[src/design/priv_cfg.svh]
`ifndef PRIV_CFG_SVH
`define PRIV_CFG_SVH

// datapath and CSR number widths
`define PRIV_XLEN       32
`define PRIV_CSR_NUM_W  14

// one-hot instruction class vector
`define PRIV_CLASS_W    3
`define PRIV_CLS_CSR    0
`define PRIV_CLS_CACHE  1
`define PRIV_CLS_ERTN   2

// modeled CSR numbers, SAVE0..SAVE3 are consecutive
`define CSR_CRMD        14'h0
`define CSR_PRMD        14'h1
`define CSR_ERA         14'h6
`define CSR_SAVE0       14'h30

`define CRMD_RESET      32'h0000_0008
`define CRMD_WMASK      32'h0000_000f
`define PRMD_WMASK      32'h0000_0007

`endif

[src/design/priv_pkg.sv]
`default_nettype none

package priv_pkg;

`include "priv_cfg.svh"

    // architectural data word
    typedef logic [`PRIV_XLEN-1:0] word_t;

    // CSR number field of csr instructions
    typedef logic [`PRIV_CSR_NUM_W-1:0] csr_num_t;

    // one-hot class from the issue stage
    typedef logic [`PRIV_CLASS_W-1:0] priv_class_t;

    // cacop operation, ins[4:3]
    typedef logic [1:0] cacop_code_t;

    // general register index field
    typedef logic [4:0] rj_t;

    // cacop address offset field
    typedef logic [11:0] imm12_t;

    typedef enum logic [2:0] {
        IDLE,
        CSR,        // csr write cycle, also ends a cacop no-op
        CI_CALL,
        CI_WAIT,
        CD_CALL,
        CD_WAIT,
        ERTN
    } priv_state_t;

endpackage

`default_nettype wire

[src/design/csr_if.sv]
`timescale 1ns/100ps
`default_nettype none

interface csr_if;
    import priv_pkg::*;

    csr_num_t addr;
    word_t    wdata;
    logic     wen;
    logic     ren;
    word_t    rdata;     // combinational read
    word_t    ertn_era;  // current ERA for the return address
    logic     ertn;      // restore strobe

    modport exec (
        output addr, wdata, wen, ren, ertn,
        input  rdata, ertn_era
    );

    modport file (
        input  addr, wdata, wen, ren, ertn,
        output rdata, ertn_era
    );

endinterface

`default_nettype wire

[src/design/csr_file.sv]
`timescale 1ns/100ps
`default_nettype none

`include "priv_cfg.svh"

module csr_file (
    input  wire logic  clk,
    input  wire logic  rstn,
    csr_if.file        csr,
    output logic [1:0] plv,
    output logic       ie
);
    import priv_pkg::*;

    localparam csr_num_t SAVE_BASE = `CSR_SAVE0;

    word_t    crmd;           // plv 1:0, ie 2, da 3
    word_t    prmd;           // pplv 1:0, pie 2
    word_t    era;
    word_t    save_q [0:3];
    word_t    rd_val;
    logic     is_save;
    logic [1:0] save_idx;
    logic     wen_crmd;
    logic     wen_prmd;
    logic     wen_era;
    logic     wen_save;

    assign is_save  = csr.addr[`PRIV_CSR_NUM_W-1:2] == SAVE_BASE[`PRIV_CSR_NUM_W-1:2];
    assign save_idx = csr.addr[1:0];

    assign wen_crmd = csr.wen & (csr.addr == `CSR_CRMD);
    assign wen_prmd = csr.wen & (csr.addr == `CSR_PRMD);
    assign wen_era  = csr.wen & (csr.addr == `CSR_ERA);
    assign wen_save = csr.wen & is_save;

    always_comb
    begin
        rd_val = '0;  // unmodeled numbers read zero
        case (csr.addr)
            `CSR_CRMD: rd_val = crmd;
            `CSR_PRMD: rd_val = prmd;
            `CSR_ERA:  rd_val = era;
            default:
            begin
                if (is_save)
                    rd_val = save_q[save_idx];
            end
        endcase
    end

    assign csr.rdata    = csr.ren ? rd_val : '0;
    assign csr.ertn_era = era;

    always_ff @(posedge clk or negedge rstn)
    begin
        if (!rstn)
        begin
            crmd <= `CRMD_RESET;
            prmd <= '0;
            era  <= '0;
        end
        else
        begin
            if (csr.ertn)
                crmd[2:0] <= prmd[2:0];  // plv <- pplv, ie <- pie
            else if (wen_crmd)
                crmd <= csr.wdata & `CRMD_WMASK;
            if (wen_prmd)
                prmd <= csr.wdata & `PRMD_WMASK;
            if (wen_era)
                era <= csr.wdata;
        end
    end

    always_ff @(posedge clk or negedge rstn)
    begin
        if (!rstn)
        begin
            for (int i = 0; i < 4; i++)
                save_q[i] <= '0;
        end
        else if (wen_save)
        begin
            save_q[save_idx] <= csr.wdata;
        end
    end

    assign plv = crmd[1:0];
    assign ie  = crmd[2];

endmodule

`default_nettype wire

[src/design/priv_exec.sv]
`timescale 1ns/100ps
`default_nettype none

`include "priv_cfg.svh"

module priv_exec (
    input  wire logic                  clk,
    input  wire logic                  rstn,
    input  wire logic                  en,
    input  wire priv_pkg::word_t       ins,
    input  wire priv_pkg::word_t       rd_data,
    input  wire priv_pkg::word_t       rj_data,
    input  wire priv_pkg::priv_class_t pr_type,
    input  wire logic                  cacop_i_ready,
    input  wire logic                  cacop_d_ready,
    input  wire logic                  cacop_i_done,
    input  wire logic                  cacop_d_done,
    output logic                       done,
    output priv_pkg::word_t            rd_result,
    output priv_pkg::word_t            cacop_vaddr,
    output priv_pkg::cacop_code_t      cacop_code,
    output logic                       cacop_i_req,
    output logic                       cacop_d_req,
    output logic                       ertn_en,
    csr_if.exec                        csr
);
    import priv_pkg::*;

    csr_num_t    csr_num;
    rj_t         rj;
    imm12_t      imm;
    word_t       imm_ext;
    logic        is_xchg;
    logic        cls_csr;
    logic        cls_cache;
    logic        cls_ertn;
    logic        to_icache;
    logic        to_dcache;
    logic        start_csr;
    logic        start_ci;
    logic        start_cd;
    logic        start_nop;
    logic        start_ertn;
    priv_state_t state;
    priv_state_t next_state;

    // instruction fields
    assign csr_num = ins[23:10];
    assign rj      = ins[9:5];
    assign imm     = ins[21:10];
    assign is_xchg = |rj[4:1];  // rj >= 2 selects csrxchg

    assign cls_csr   = pr_type[`PRIV_CLS_CSR];
    assign cls_cache = pr_type[`PRIV_CLS_CACHE];
    assign cls_ertn  = pr_type[`PRIV_CLS_ERTN];
    assign to_icache = cls_cache & (ins[2:0] == 3'd0);
    assign to_dcache = cls_cache & (ins[2:0] == 3'd1);

    // accepted only while idle, csr wins over cache over ertn
    assign start_csr  = (state == IDLE) & en & cls_csr;
    assign start_ci   = (state == IDLE) & en & !cls_csr & to_icache;
    assign start_cd   = (state == IDLE) & en & !cls_csr & to_dcache;
    assign start_nop  = (state == IDLE) & en & !cls_csr & cls_cache & !to_icache & !to_dcache;
    assign start_ertn = (state == IDLE) & en & !cls_csr & !cls_cache & cls_ertn;

    // cacop target address
    assign imm_ext     = {{(`PRIV_XLEN-12){imm[11]}}, imm};
    assign cacop_vaddr = rj_data + imm_ext;
    assign cacop_code  = ins[4:3];

    always_ff @(posedge clk or negedge rstn)
    begin
        if (!rstn)
            state <= IDLE;
        else
            state <= next_state;
    end

    always_comb
    begin
        next_state = state;
        case (state)
            IDLE:
            begin
                if (start_csr | start_nop)
                    next_state = CSR;
                else if (start_ci)
                    next_state = CI_CALL;
                else if (start_cd)
                    next_state = CD_CALL;
                else if (start_ertn)
                    next_state = ERTN;
            end
            CI_CALL:
            begin
                if (cacop_i_ready)
                    next_state = cacop_i_done ? IDLE : CI_WAIT;
            end
            CI_WAIT:
            begin
                if (cacop_i_done)
                    next_state = IDLE;
            end
            CD_CALL:
            begin
                if (cacop_d_ready)
                    next_state = cacop_d_done ? IDLE : CD_WAIT;
            end
            CD_WAIT:
            begin
                if (cacop_d_done)
                    next_state = IDLE;
            end
            CSR,
            ERTN:
            begin
                next_state = IDLE;
            end
            default:
            begin
                next_state = IDLE;
            end
        endcase
    end

    // old csr value, read in the accept cycle
    always_ff @(posedge clk)
    begin
        if (start_csr)
            rd_result <= csr.rdata;
    end

    // csr access
    assign csr.addr  = csr_num;
    assign csr.ren   = start_csr;
    assign csr.wen   = (state == CSR) & cls_csr & (rj != '0);  // rj 0 is csrrd
    assign csr.wdata = is_xchg ? ((rd_result & ~rj_data) | (rd_data & rj_data)) : rd_data;
    assign csr.ertn  = (state == ERTN);

    assign ertn_en = (state == ERTN);

    always_comb
    begin
        done = 1'b0;
        case (state)
            CSR,
            ERTN:    done = 1'b1;
            CI_CALL: done = cacop_i_ready & cacop_i_done;  // done may come with ready
            CI_WAIT: done = cacop_i_done;
            CD_CALL: done = cacop_d_ready & cacop_d_done;
            CD_WAIT: done = cacop_d_done;
            default: done = 1'b0;
        endcase
    end

    // request held until ready is seen, low the cycle after
    always_ff @(posedge clk or negedge rstn)
    begin
        if (!rstn)
        begin
            cacop_i_req <= 1'b0;
            cacop_d_req <= 1'b0;
        end
        else
        begin
            cacop_i_req <= start_ci | ((state == CI_CALL) & !cacop_i_ready);
            cacop_d_req <= start_cd | ((state == CD_CALL) & !cacop_d_ready);
        end
    end

endmodule

`default_nettype wire

[src/design/priv_unit_top.sv]
`timescale 1ns/100ps
`default_nettype none

module priv_unit_top (
    input  wire logic                  clk,
    input  wire logic                  rstn,
    // issue side
    input  wire logic                  en,
    input  wire priv_pkg::word_t       ins,
    input  wire priv_pkg::word_t       rd_data,
    input  wire priv_pkg::word_t       rj_data,
    input  wire priv_pkg::priv_class_t pr_type,
    output logic                       done,
    output priv_pkg::word_t            rd_result,
    // cache side
    output priv_pkg::cacop_code_t      cacop_code,
    output priv_pkg::word_t            cacop_vaddr,
    output logic                       cacop_i_req,
    output logic                       cacop_d_req,
    input  wire logic                  cacop_i_ready,
    input  wire logic                  cacop_d_ready,
    input  wire logic                  cacop_i_done,
    input  wire logic                  cacop_d_done,
    // exception return
    output logic                       ertn_en,
    output priv_pkg::word_t            ertn_pc,
    // status
    output logic [1:0]                 plv,
    output logic                       ie
);

    csr_if csr_bus ();

    priv_exec u_exec (
        .clk           (clk),
        .rstn          (rstn),
        .en            (en),
        .ins           (ins),
        .rd_data       (rd_data),
        .rj_data       (rj_data),
        .pr_type       (pr_type),
        .cacop_i_ready (cacop_i_ready),
        .cacop_d_ready (cacop_d_ready),
        .cacop_i_done  (cacop_i_done),
        .cacop_d_done  (cacop_d_done),
        .done          (done),
        .rd_result     (rd_result),
        .cacop_vaddr   (cacop_vaddr),
        .cacop_code    (cacop_code),
        .cacop_i_req   (cacop_i_req),
        .cacop_d_req   (cacop_d_req),
        .ertn_en       (ertn_en),
        .csr           (csr_bus.exec)
    );

    csr_file u_csr_file (
        .clk  (clk),
        .rstn (rstn),
        .csr  (csr_bus.file),
        .plv  (plv),
        .ie   (ie)
    );

    assign ertn_pc = csr_bus.ertn_era;  // return address straight from ERA

endmodule

`default_nettype wire

[config.mk]
export PLATFORM = sky130hd
export DESIGN_NAME = priv_unit_top
export DESIGN_NICKNAME = d
export VERILOG_FILES = /design/src/design/priv_pkg.sv /design/src/design/csr_if.sv /design/src/design/csr_file.sv /design/src/design/priv_exec.sv /design/src/design/priv_unit_top.sv
export VERILOG_INCLUDE_DIRS = /design/src /design/src/design
export SDC_FILE = /design/constraint.sdc
export NUM_CORES = 1
export LEC_CHECK = 0
export BUFFER_PORTS_ARGS = -buffer_cell sky130_fd_sc_hd__buf_2
export CAP_MARGIN = 20
export CORE_MARGIN = 3
export CORE_UTILIZATION = 50
export CTS_CLUSTER_DIAMETER = 30
export DETAILED_ROUTE_END_ITERATION = 10
export PLACE_DENSITY = 0.79
export SYNTH_ARGS = -nofsm -noshare
export SYNTH_HDL_FRONTEND = slang
export SYNTH_SLANG_ARGS = --single-unit
[constraint.sdc]
create_clock -name clk -period 4.1 [get_ports clk]
set_input_delay 0.82 -clock clk [delete_from_list [all_inputs] [get_ports clk]]
set_output_delay 0.82 -clock clk [all_outputs]
set_load 0.005 [all_outputs]
==> results_dict.tcl, run 1 <==
set metrics [dict create \
    grt_overflow 0 \
    synth_area_sq_um 10570 \
    worstMarginPinSlew_ns 1.013 \
    synth_seq_area_share_pct 49.82 \
    grtUsageTotal_pct 25.26 \
    hpwl_mm 19.82 \
    clock.fmax_ghz 0.2499 \
    die_area_sq_um 22920 \
    clock-sinks 204 \
    placed_cells 1463 \
    hp-class "in -> async" \
    ant_nets 0 \
    end_kind "output port" \
    antenna_found_initial 1 \
    final_cells 1526 \
    drt_pass1_iterations 5 \
    crit_arrival_ns 3.18 \
    drv_slew 0 \
    port_buffers 198 \
    die_h_um 151.4 \
    cts-root-buf "clkbuf_16" \
    layout_min_cycle_time_ns 4.002 \
    final_util_pct 64.13 \
    drt_wl_total_mm 28.75 \
    slowest_stage "o41ai_2" \
    setup_viol 0 \
    crit_fanout 4 \
    period_share_pct 97.61 \
    startpoint_type "input port" \
    async_flop_share_pct 84.31 \
    num_io_pins 211 \
    synth.top_cell.area_share_pct 40.48 \
    wl_per_cell_um 18.84 \
    drcViolationCount 0 \
    grt_pass1_vias 8804 \
    drt-initial-drc-count 661 \
    routed_via_density 5.803 \
    clkTransAtPathRegs_ns 0.05 \
    rows 52 \
    dieWidth_um 151.4 \
    ir_drop_v 0.0003228 \
    cts_buffer_depth 3 \
    cp_slowest_stage_delay_ns 0.37 \
    maxSlewHeadroom_pct 32.44 \
    timing.hold.ws_ns 0.1616 \
    grt_max_degree 97 \
    ctsHoldBuffers 0 \
    hold_violations 0 \
    worstSetupPathType "in -> out" \
    insertion_delay_ns 0.49 \
    worstPathRequired_ns 3.28 \
    synth_area_leader_cell "dfrtp_1" \
    place_congestion 0.8682 \
    syn_area_per_cell_sq_um 10.34 \
    cp_common_cell "buf_2" \
    syn_inst 1022 \
    synth_edf_count 32 \
    clock_skew_ns 0.01010 \
    nets 1367 \
    syn2layout_area_growth_pct 24.32 \
    yosysWarnings 0 \
    synth.distinct_cells 70 \
    htreeDepth 2 \
    drive_above_1_share_pct 27.97 \
    cellPowerDensity_nw_per_um2 448.6 \
    cts_setup_buffers 0 \
    core_sq_um 20490 \
    synth_flop_cell "dfrtp_1" \
    p_leak_nw 6.337 \
    cts_tree "yes" \
    start_util_pct 51.58 \
    grt_pass1_wl_mm 45.29 \
    num_vias 8856 \
    fin_area_sq_um 13140 \
    cp_cell_sequence "buf_2, ha_2, inv_1, fa_2, nor2b_2, o2111ai_2, a311o_1, nand2_2, o31a_2, nor3_4, o41ai_2, xor2_1, buf_2" \
    post_dp_cell_area_sq_um 11920 \
    cap_violations 0 \
    syn_nets 1160 \
    status "finished, final reports clean" \
    cts_buffers 34 \
    ys_ff_latch 204 \
    synth_area_leaders "dfrtp_1, a21oi_1, edfxtp_1" \
]
[area by class of cell]
class	count	area, sq um
Inverter	19	71.32
Timing Repair Buffer	231	1270
Clock buffer	43	978.4
Fill cell	1578	7352
Tap cell	270	337.8
Sequential cell	204	5266
Clock inverter	19	227.7
Antenna cell	1	2.502
Multi-Input combinational cell	739	4989
[layout by cell type (no fill, tap or decap), drive strengths merged, types with 14 or more instances in the layout]
cell    Yosys  final
ha         31     31
clkbuf     19     43
o21ai      25     25
mux4       32     32
xnor2      20     20
inv        19     23
nand2      28     28
nor2      224    224
a22o       28     28
mux2i      35     35
dfrtp     171    171
edfxtp     32     32
buf        41    231
a21oi     194    194
a21o       14     14
[metal layers]
layer	routed length, um	vias up	track usage [%]	share of wire, %
met5	0	-	0	0
met4	664	0	7.842	2.3
met3	2307	59	4.428	8.0
met2	14000	361	41.85	49
met1	11780	4300	34.13	41
li1	-	4136	-	-
[sequential cells by signal (all words and copies together), names as in the netlist]
register / cells
u_exec.rd_result: 32
u_csr_file.crmd: 4
u_csr_file.csr.ertn_era: 32
u_csr_file.save_q: 128
u_csr_file.prmd: 3
u_exec.state: 3
u_exec.cacop_d_req: 1
u_exec.cacop_i_req: 1
[stage by stage]
step | total power (W) | setup TNS (ns) | worst slack (ns)
floorplan | 0.002638 | 0 | 0.1312
global placement | 0.002973 | -0.01636 | -0.01636
detailed placement | 0.002985 | 0 | 0.004772
CTS | 0.005931 | 0 | 0.06922
global route | 0.006125 | -0.1759 | -0.05943
finish | 0.005895 | 0 | 0.09789
[worst paths after layout]
kind / from / end / slack, ns / cells past startpoint
max: ins[10] / cacop_vaddr[30] / 0.1 / 13
min: rstn / u_csr_file.csr.ertn_era[8] / 0.16 / 1
max reg2reg: u_exec.state[1] / u_csr_file.csr.ertn_era[21] / 1.69 / 7
min reg2reg: u_csr_file.crmd[3] / u_csr_file.crmd[3] / 0.51 / 2
max in group asynchronous: rstn / u_csr_file.csr.ertn_era[24] / 2.95 / 2
min in group clk: u_csr_file.crmd[3] / u_csr_file.crmd[3] / 0.51 / 2
[what timing repair did]
action,in CTS,in global routing
endpoints found under the hold margin,0,0
resized for setup,0,7
pin swaps,1,1
setup endpoints to repair,2,4
[where the power goes]
| part | internal, W | switching [W] | total [W] |
|---|---|---|---|
| Combinational | 0.000333 | 0.000455 | 0.000788 |
| Sequential | 0.00212 | 0.0000570 | 0.00217 |
| Clock | 0.00196 | 0.000977 | 0.00293 |
[cell families after synthesis]
kind of cell	after synthesis	synth area share, %
simple gates	305	12.79
compound gates	305	17.47
mux	68	10.24
fa+ha+maj	32	3.858
xor+xnor	29	2.403
buf+inv	79	3.421
flops	204	49.82
[worst max-delay path: cells and delay by family]
kind / cells / cell delay [ns]
xor+xnor: 1 / 0.16
compound gates: 4 / 1.04
fa+ha+maj: 2 / 0.52
simple gates: 3 / 0.36
buf+inv: 3 / 0.28
[cell usage after synthesis (9+ instances only)]
library cell and number:
inv_1 19, nand2_1 26, dfrtp_1 171, edfxtp_1 32, o21ai_0 24, mux4_2 32, xor2_1 9, mux2i_1 35
ha_1 31, xnor2_1 20, a21o_1 14, a22o_1 28, buf_2 31, nor2_1 223, a21oi_1 194, clkbuf_1 19
Power figures use the tool's default switching activity.
==> run 2, diff against run 1 <==
--- a/config.mk
+++ b/config.mk
@@ -8,10 +8,12 @@
 export LEC_CHECK = 0
 export BUFFER_PORTS_ARGS = -buffer_cell sky130_fd_sc_hd__buf_2
 export CAP_MARGIN = 20
+export CORE_ASPECT_RATIO = 1.2
 export CORE_MARGIN = 3
 export CORE_UTILIZATION = 50
 export CTS_CLUSTER_DIAMETER = 30
 export DETAILED_ROUTE_END_ITERATION = 10
+export MAX_ROUTING_LAYER = met4
 export PLACE_DENSITY = 0.79
 export SYNTH_ARGS = -nofsm -noshare
 export SYNTH_HDL_FRONTEND = slang
==> run 2 against run 1 <==
Wire length down 1.3%. Clock power decreased by 8.2%. Non-clock buffer count grew 3. Clock skew is essentially flat. Via count shrank 0.43%. Sequential share of layout area about the same. Count of clock-buffer cells in the layout decreased by 5. Sequential power about the same. Setup slack worse by 0.045 ns. Power shrank 3.9%.
==> results_dict.tcl, run 2 (same netlist as run 1, synthesis figures left out) <==
set metrics [dict create \
    drt_wl_total_mm 28.37 \
    drt-initial-drc-count 667 \
    cellPowerDensity_nw_per_um2 431.1 \
    p_sw_share_pct 25.92 \
    place_congestion 0.9174 \
    grt_max_degree 74 \
    ant_nets 0 \
    period_share_pct 98.71 \
    wl_per_cell_um 18.69 \
    p_int_w 0.004197 \
    pwr-share-clk_pct 47.4 \
    num_io_pins 211 \
    cts-root-buf "clkbuf_16" \
    layout_min_cycle_time_ns 4.047 \
    htreeDepth 1 \
    num_vias 8818 \
    clkTransAtPathRegs_ns 0.05 \
    final_cell_mix "nor2_1, a21oi_1, buf_2" \
    hp-class "in -> async" \
    die_h_um 165.3 \
    worstPathRequired_ns 3.28 \
    nets 1367 \
    clock-sinks 204 \
    p_comb_share_pct 14.3 \
    fill_cells 1606 \
    syn2layout_area_growth_pct 24.33 \
    maxSlewHeadroom_pct 34.35 \
    grtUsageTotal_pct 24.73 \
    routed_via_density 5.809 \
    startpoint_type "input port" \
    cts_buffers 31 \
    grt_overflow 0 \
    drt_pass1_iterations 8 \
    cts_tree "yes" \
    drive_above_1_share_pct 28.41 \
    p_leak_nw 6.324 \
    cts_buffer_depth 3 \
    fin_area_sq_um 13140 \
    antenna_found_initial 0 \
    crit_arrival_ns 3.23 \
    cap_violations 0 \
    end_kind "output port" \
    mostFrequentLayoutCell "nor2_1" \
    ir_drop_v 0.0003291 \
    core_sq_um 20540 \
    grt_pass1_vias 8722 \
    start_util_pct 51.47 \
    worstSetupPathType "in -> out" \
    dieWidth_um 138.7 \
    grt_pass1_wl_mm 44.91 \
    drv_slew 0 \
    rows 57 \
    p_switching_w 0.001469 \
    hold_violations 0 \
    drcViolationCount 0 \
    setup_viol 0 \
    rsz0062_at_grt "true" \
    insertion_delay_ns 0.53 \
    final_cells 1518 \
    crit_fanout 4 \
    post_dp_cell_area_sq_um 11930 \
    clock.fmax_ghz 0.2471 \
    clock_skew_ns 0.009890 \
    port_buffers 198 \
    hpwl_mm 19.79 \
    status "finished, final reports clean" \
    placed_cells 1459 \
    p_seq_share_pct 38.3 \
    largest_reg_flops 128 \
    diodes 0 \
    worstMarginPinSlew_ns 0.9847 \
    die_area_sq_um 22930 \
    top_register "u_csr_file.save_q" \
    ctsHoldBuffers 0 \
]
run 2: cell types whose count changed in the layout (fill, tap and decap cells not counted), sizes merged:
cell	previous run	this run
clkinv	10	6
clkinvlp	1	2
inv	23	27
diode	1	0
buf	231	233
bufinv	4	3
clkbuf	43	39
run 2: layer usage:
layer	vias to the layer above	routed length [um]	GRT usage [%]	share of wire (%)
li1	4105	-	-	-
met1	4302	11540	31.33	41
met2	358	14530	42.81	51
met3	53	1779	3.111	6.3
met4	0	521	6.539	1.8
met5	-	0	-	0
run 2: final timing paths:
path | slack (ns) | from | to | cells past startpoint
max | 0.05 | rj_data[0] | cacop_vaddr[28] | 13
min | 0.25 | rstn | u_exec.state[1] | 1
max reg2reg | 1.72 | u_exec.state[1] | u_csr_file.save_q[70] | 8
min reg2reg | 0.49 | u_csr_file.crmd[3] | u_csr_file.crmd[3] | 2
max in group asynchronous | 2.85 | rstn | u_csr_file.crmd[3] | 2
min in group clk | 0.49 | u_csr_file.crmd[3] | u_csr_file.crmd[3] | 2
run 2: layout make-up:
cell class | count | area, sq um | share of cell area [%]
flip-flops and latches | 204 | 5266 | 40.07
repair buffers | 234 | 1320 | 10.04
multi-input cells | 739 | 5059 | 38.49
inverters | 19 | 73.82 | 0.5616
clock inverters | 19 | 207.7 | 1.580
well taps | 265 | 331.6 | 2.523
clock buffers | 38 | 885.9 | 6.740
run 2: stage by stage:
stage	setup WS [ns]	hold WS (ns)	TNS (ns)	power (W)	util [%]
after global placement	-0.01819	0.4712	-0.01819	0.002971	58.10
after detailed placement	-0.07247	0.4894	-0.1410	0.002985	58.10
final	0.05304	0.2540	0	0.005666	63.99
after global routing	-0.02771	0.2969	-0.04246	0.005882	63.99
after floorplan	0.1312	0.4587	0	0.002638	-
after CTS	0.01148	0.2799	0	0.005676	63.42
run 2: power groups by stage:
stage	Combinational, W	Sequential (W)	Clock (W)
finish	0.000809	0.00217	0.00269
global route	0.000889	0.00218	0.00282
CTS	0.000789	0.00217	0.00272
detailed placement	0.000783	0.00220	0
global placement	0.000771	0.00220	0
floorplan	0.000461	0.00218	0
run 2: critical path, cell delays in order:
cell       delay, ns
buf_6           0.09
ha_4            0.15
inv_4           0.03
fa_2            0.39
nor2b_4         0.15
o2111ai_2       0.16
a311o_1         0.46
nand2_2         0.10
o31a_4          0.13
nor3_4          0.05
a21o_1          0.20
a311o_1         0.35
buf_2           0.13
run 2: timing repair:
item / 4_1_cts / 5_1_grt
resized for setup: 0 / 23
pin swaps: 1 / 10
endpoints found under the setup margin: 2 / 6
buffers inserted: 0 / 2
==> run 3, diff against run 2 <==
--- a/config.mk
+++ b/config.mk
@@ -8,13 +8,13 @@
 export LEC_CHECK = 0
 export BUFFER_PORTS_ARGS = -buffer_cell sky130_fd_sc_hd__buf_2
 export CAP_MARGIN = 20
-export CORE_ASPECT_RATIO = 1.2
 export CORE_MARGIN = 3
 export CORE_UTILIZATION = 50
 export CTS_CLUSTER_DIAMETER = 30
 export DETAILED_ROUTE_END_ITERATION = 10
 export MAX_ROUTING_LAYER = met4
 export PLACE_DENSITY = 0.79
+export RECOVER_POWER = 50
 export SYNTH_ARGS = -nofsm -noshare
 export SYNTH_HDL_FRONTEND = slang
 export SYNTH_SLANG_ARGS = --single-unit
==> run 3 against run 2 <==
The flow now finishes with violations (capacitance limit, slew limit). Count of clock-buffer cells in the layout increased by 10. Register-to-register slack got worse by 0.27 ns. Sequential share of layout area increased by 0.16 points. Critical endpoint unchanged.
==> results_dict.tcl, run 3 (same netlist as run 1, synthesis figures left out) <==
set metrics [dict create \
    drt-initial-drc-count 511 \
    final_util_pct 63.88 \
    num_io_pins 211 \
    maxSlewHeadroom_pct -59.42 \
    drive_above_1_share_pct 23.79 \
    grtUsageTotal_pct 25.53 \
    mostFrequentLayoutCell "nor2_1" \
    cp_common_cell "buf_2" \
    rsz0062_at_grt "true" \
    period_share_pct 97.36 \
    insertion_delay_ns 0.50 \
    clock-sinks 204 \
    ant_nets 0 \
    port_buffers 198 \
    drt_pass1_iterations 5 \
    clock.fmax_ghz 0.2505 \
    drt_wl_total_mm 28.30 \
    hpwl_mm 19.49 \
    status "complete, but fails checks" \
    largest_reg_flops 128 \
    cts-root-buf "clkbuf_16" \
    dieWidth_um 151.4 \
    rows 52 \
    htreeDepth 2 \
    ir_drop_v 0.0003516 \
    clkTransAtPathRegs_ns 0.05 \
    hp-class "reg -> reg" \
    die_area_sq_um 22920 \
    worstSetupPathType "in -> out" \
    routed_via_density 5.749 \
    worstPathRequired_ns 3.28 \
    grt_overflow 0 \
    drv_slew 128 \
    violations "capacitance limit, slew limit" \
    place_congestion 0.8834 \
    antenna_found_initial 0 \
    end_kind "output port" \
    setup_viol 0 \
    final_cell_mix "nor2_1, a21oi_1, dfrtp_1" \
    crit_fanout 8 \
    diodes 0 \
    hold_violations 0 \
    cellPowerDensity_nw_per_um2 448.7 \
    grt_max_degree 95 \
    worstMarginPinSlew_ns 2.391 \
    cts_buffer_depth 3 \
    timing.hold.ws_ns 0.5177 \
    slowest_stage "ha_1" \
    wl_per_cell_um 18.53 \
    cts_tree "yes" \
    core_sq_um 20490 \
    ctsHoldBuffers 0 \
    crit_arrival_ns 3.17 \
    p_leak_nw 6.149 \
    num_vias 8778 \
    cts_buffers 35 \
    cp_slowest_stage_delay_ns 0.39 \
    cp_cell_sequence "buf_2, buf_4, ha_1, a21oi_2, o21ai_0, o31a_4, nor3_4, a2111oi_2, a311o_1, buf_2" \
    cap_violations 2 \
    grt_pass1_vias 8596 \
    top_register "u_csr_file.save_q" \
    start_util_pct 51.58 \
    grt_pass1_wl_mm 44.62 \
    clock_skew_ns 0.02170 \
    layout_min_cycle_time_ns 3.992 \
    nets 1369 \
    drcViolationCount 0 \
    startpoint_type "input port" \
    die_h_um 151.4 \
    syn2layout_area_growth_pct 23.85 \
]
run 3: changes by cell type in the layout (fill, tap and decap cells not counted), sizes merged:
cell	change
clkinv	-1
inv	-2
clkbuf	+63
buf	-55
clkinvlp	-1
run 3: cell type report:
type | count | area [sq um]
Clock buffer | 48 | 1007
Clock inverter | 15 | 185.2
Fill cell | 1656 | 7402
Inverter | 19 | 71.32
Multi-Input combinational cell | 739 | 5016
Sequential cell | 204 | 5266
Tap cell | 270 | 337.8
Timing Repair Buffer | 232 | 1209
run 3: path summary, 6_finish.rpt:
path / slack [ns] / endpoint / startpoint / cells past startpoint
min: 0.52 / u_csr_file.crmd[3] / u_csr_file.crmd[3] / 2
max in group asynchronous: 0.96 / u_csr_file.save_q[111] / rstn / 2
min reg2reg: 0.52 / u_csr_file.crmd[3] / u_csr_file.crmd[3] / 2
max: 0.11 / cacop_vaddr[28] / ins[21] / 10
max reg2reg: 1.45 / u_csr_file.save_q[84] / u_exec.state[1] / 8
min in group asynchronous: 1.07 / u_csr_file.csr.ertn_era[5] / rstn / 1
run 3: power breakdown:
part	switching (W)	leakage (nW)	internal, W	total, W
registers	0.0000573	2.70	0.00212	0.00217
clock network	0.000991	0.586	0.00193	0.00292
logic	0.000455	2.87	0.000329	0.000784
total	0.00150	6.15	0.00437	0.00587
run 3: per-stage QoR:
step	instance area, sq um	cells	total power (W)	setup TNS, ns	setup WS, ns
after floorplan	10570	1022	0.002638	0	0.1312
after detailed placement	11930	1464	0.002985	-0.006935	-0.006327
after global routing	13090	1527	0.006109	-0.002374	-0.002374
after CTS	13120	1527	0.005908	0	0.05790
after global placement	11930	1464	0.002973	-0.01900	-0.01900
final	13090	1527	0.005874	0	0.1081
run 3: worst max-delay path: cells and delay by family:
kind | cells | cell delay [ns]
compound gates | 5 | 1.20
fa+ha+maj | 1 | 0.39
buf+inv | 3 | 0.47
simple gates | 1 | 0.29
run 3: layer usage:
metal | GRT usage, % | wire [um]
met1 | 34.34 | 12140
met2 | 40.23 | 13490
met3 | 4.638 | 2001
met4 | 7.208 | 665
met5 | - | 0
run 3: repair_timing:
item                                    4_1_cts  5_1_grt
setup buffers                                 0        0
cloned                                        0        0
endpoints found under the setup margin        2        5
resized for setup                             0       16
pin swaps                                     1       11
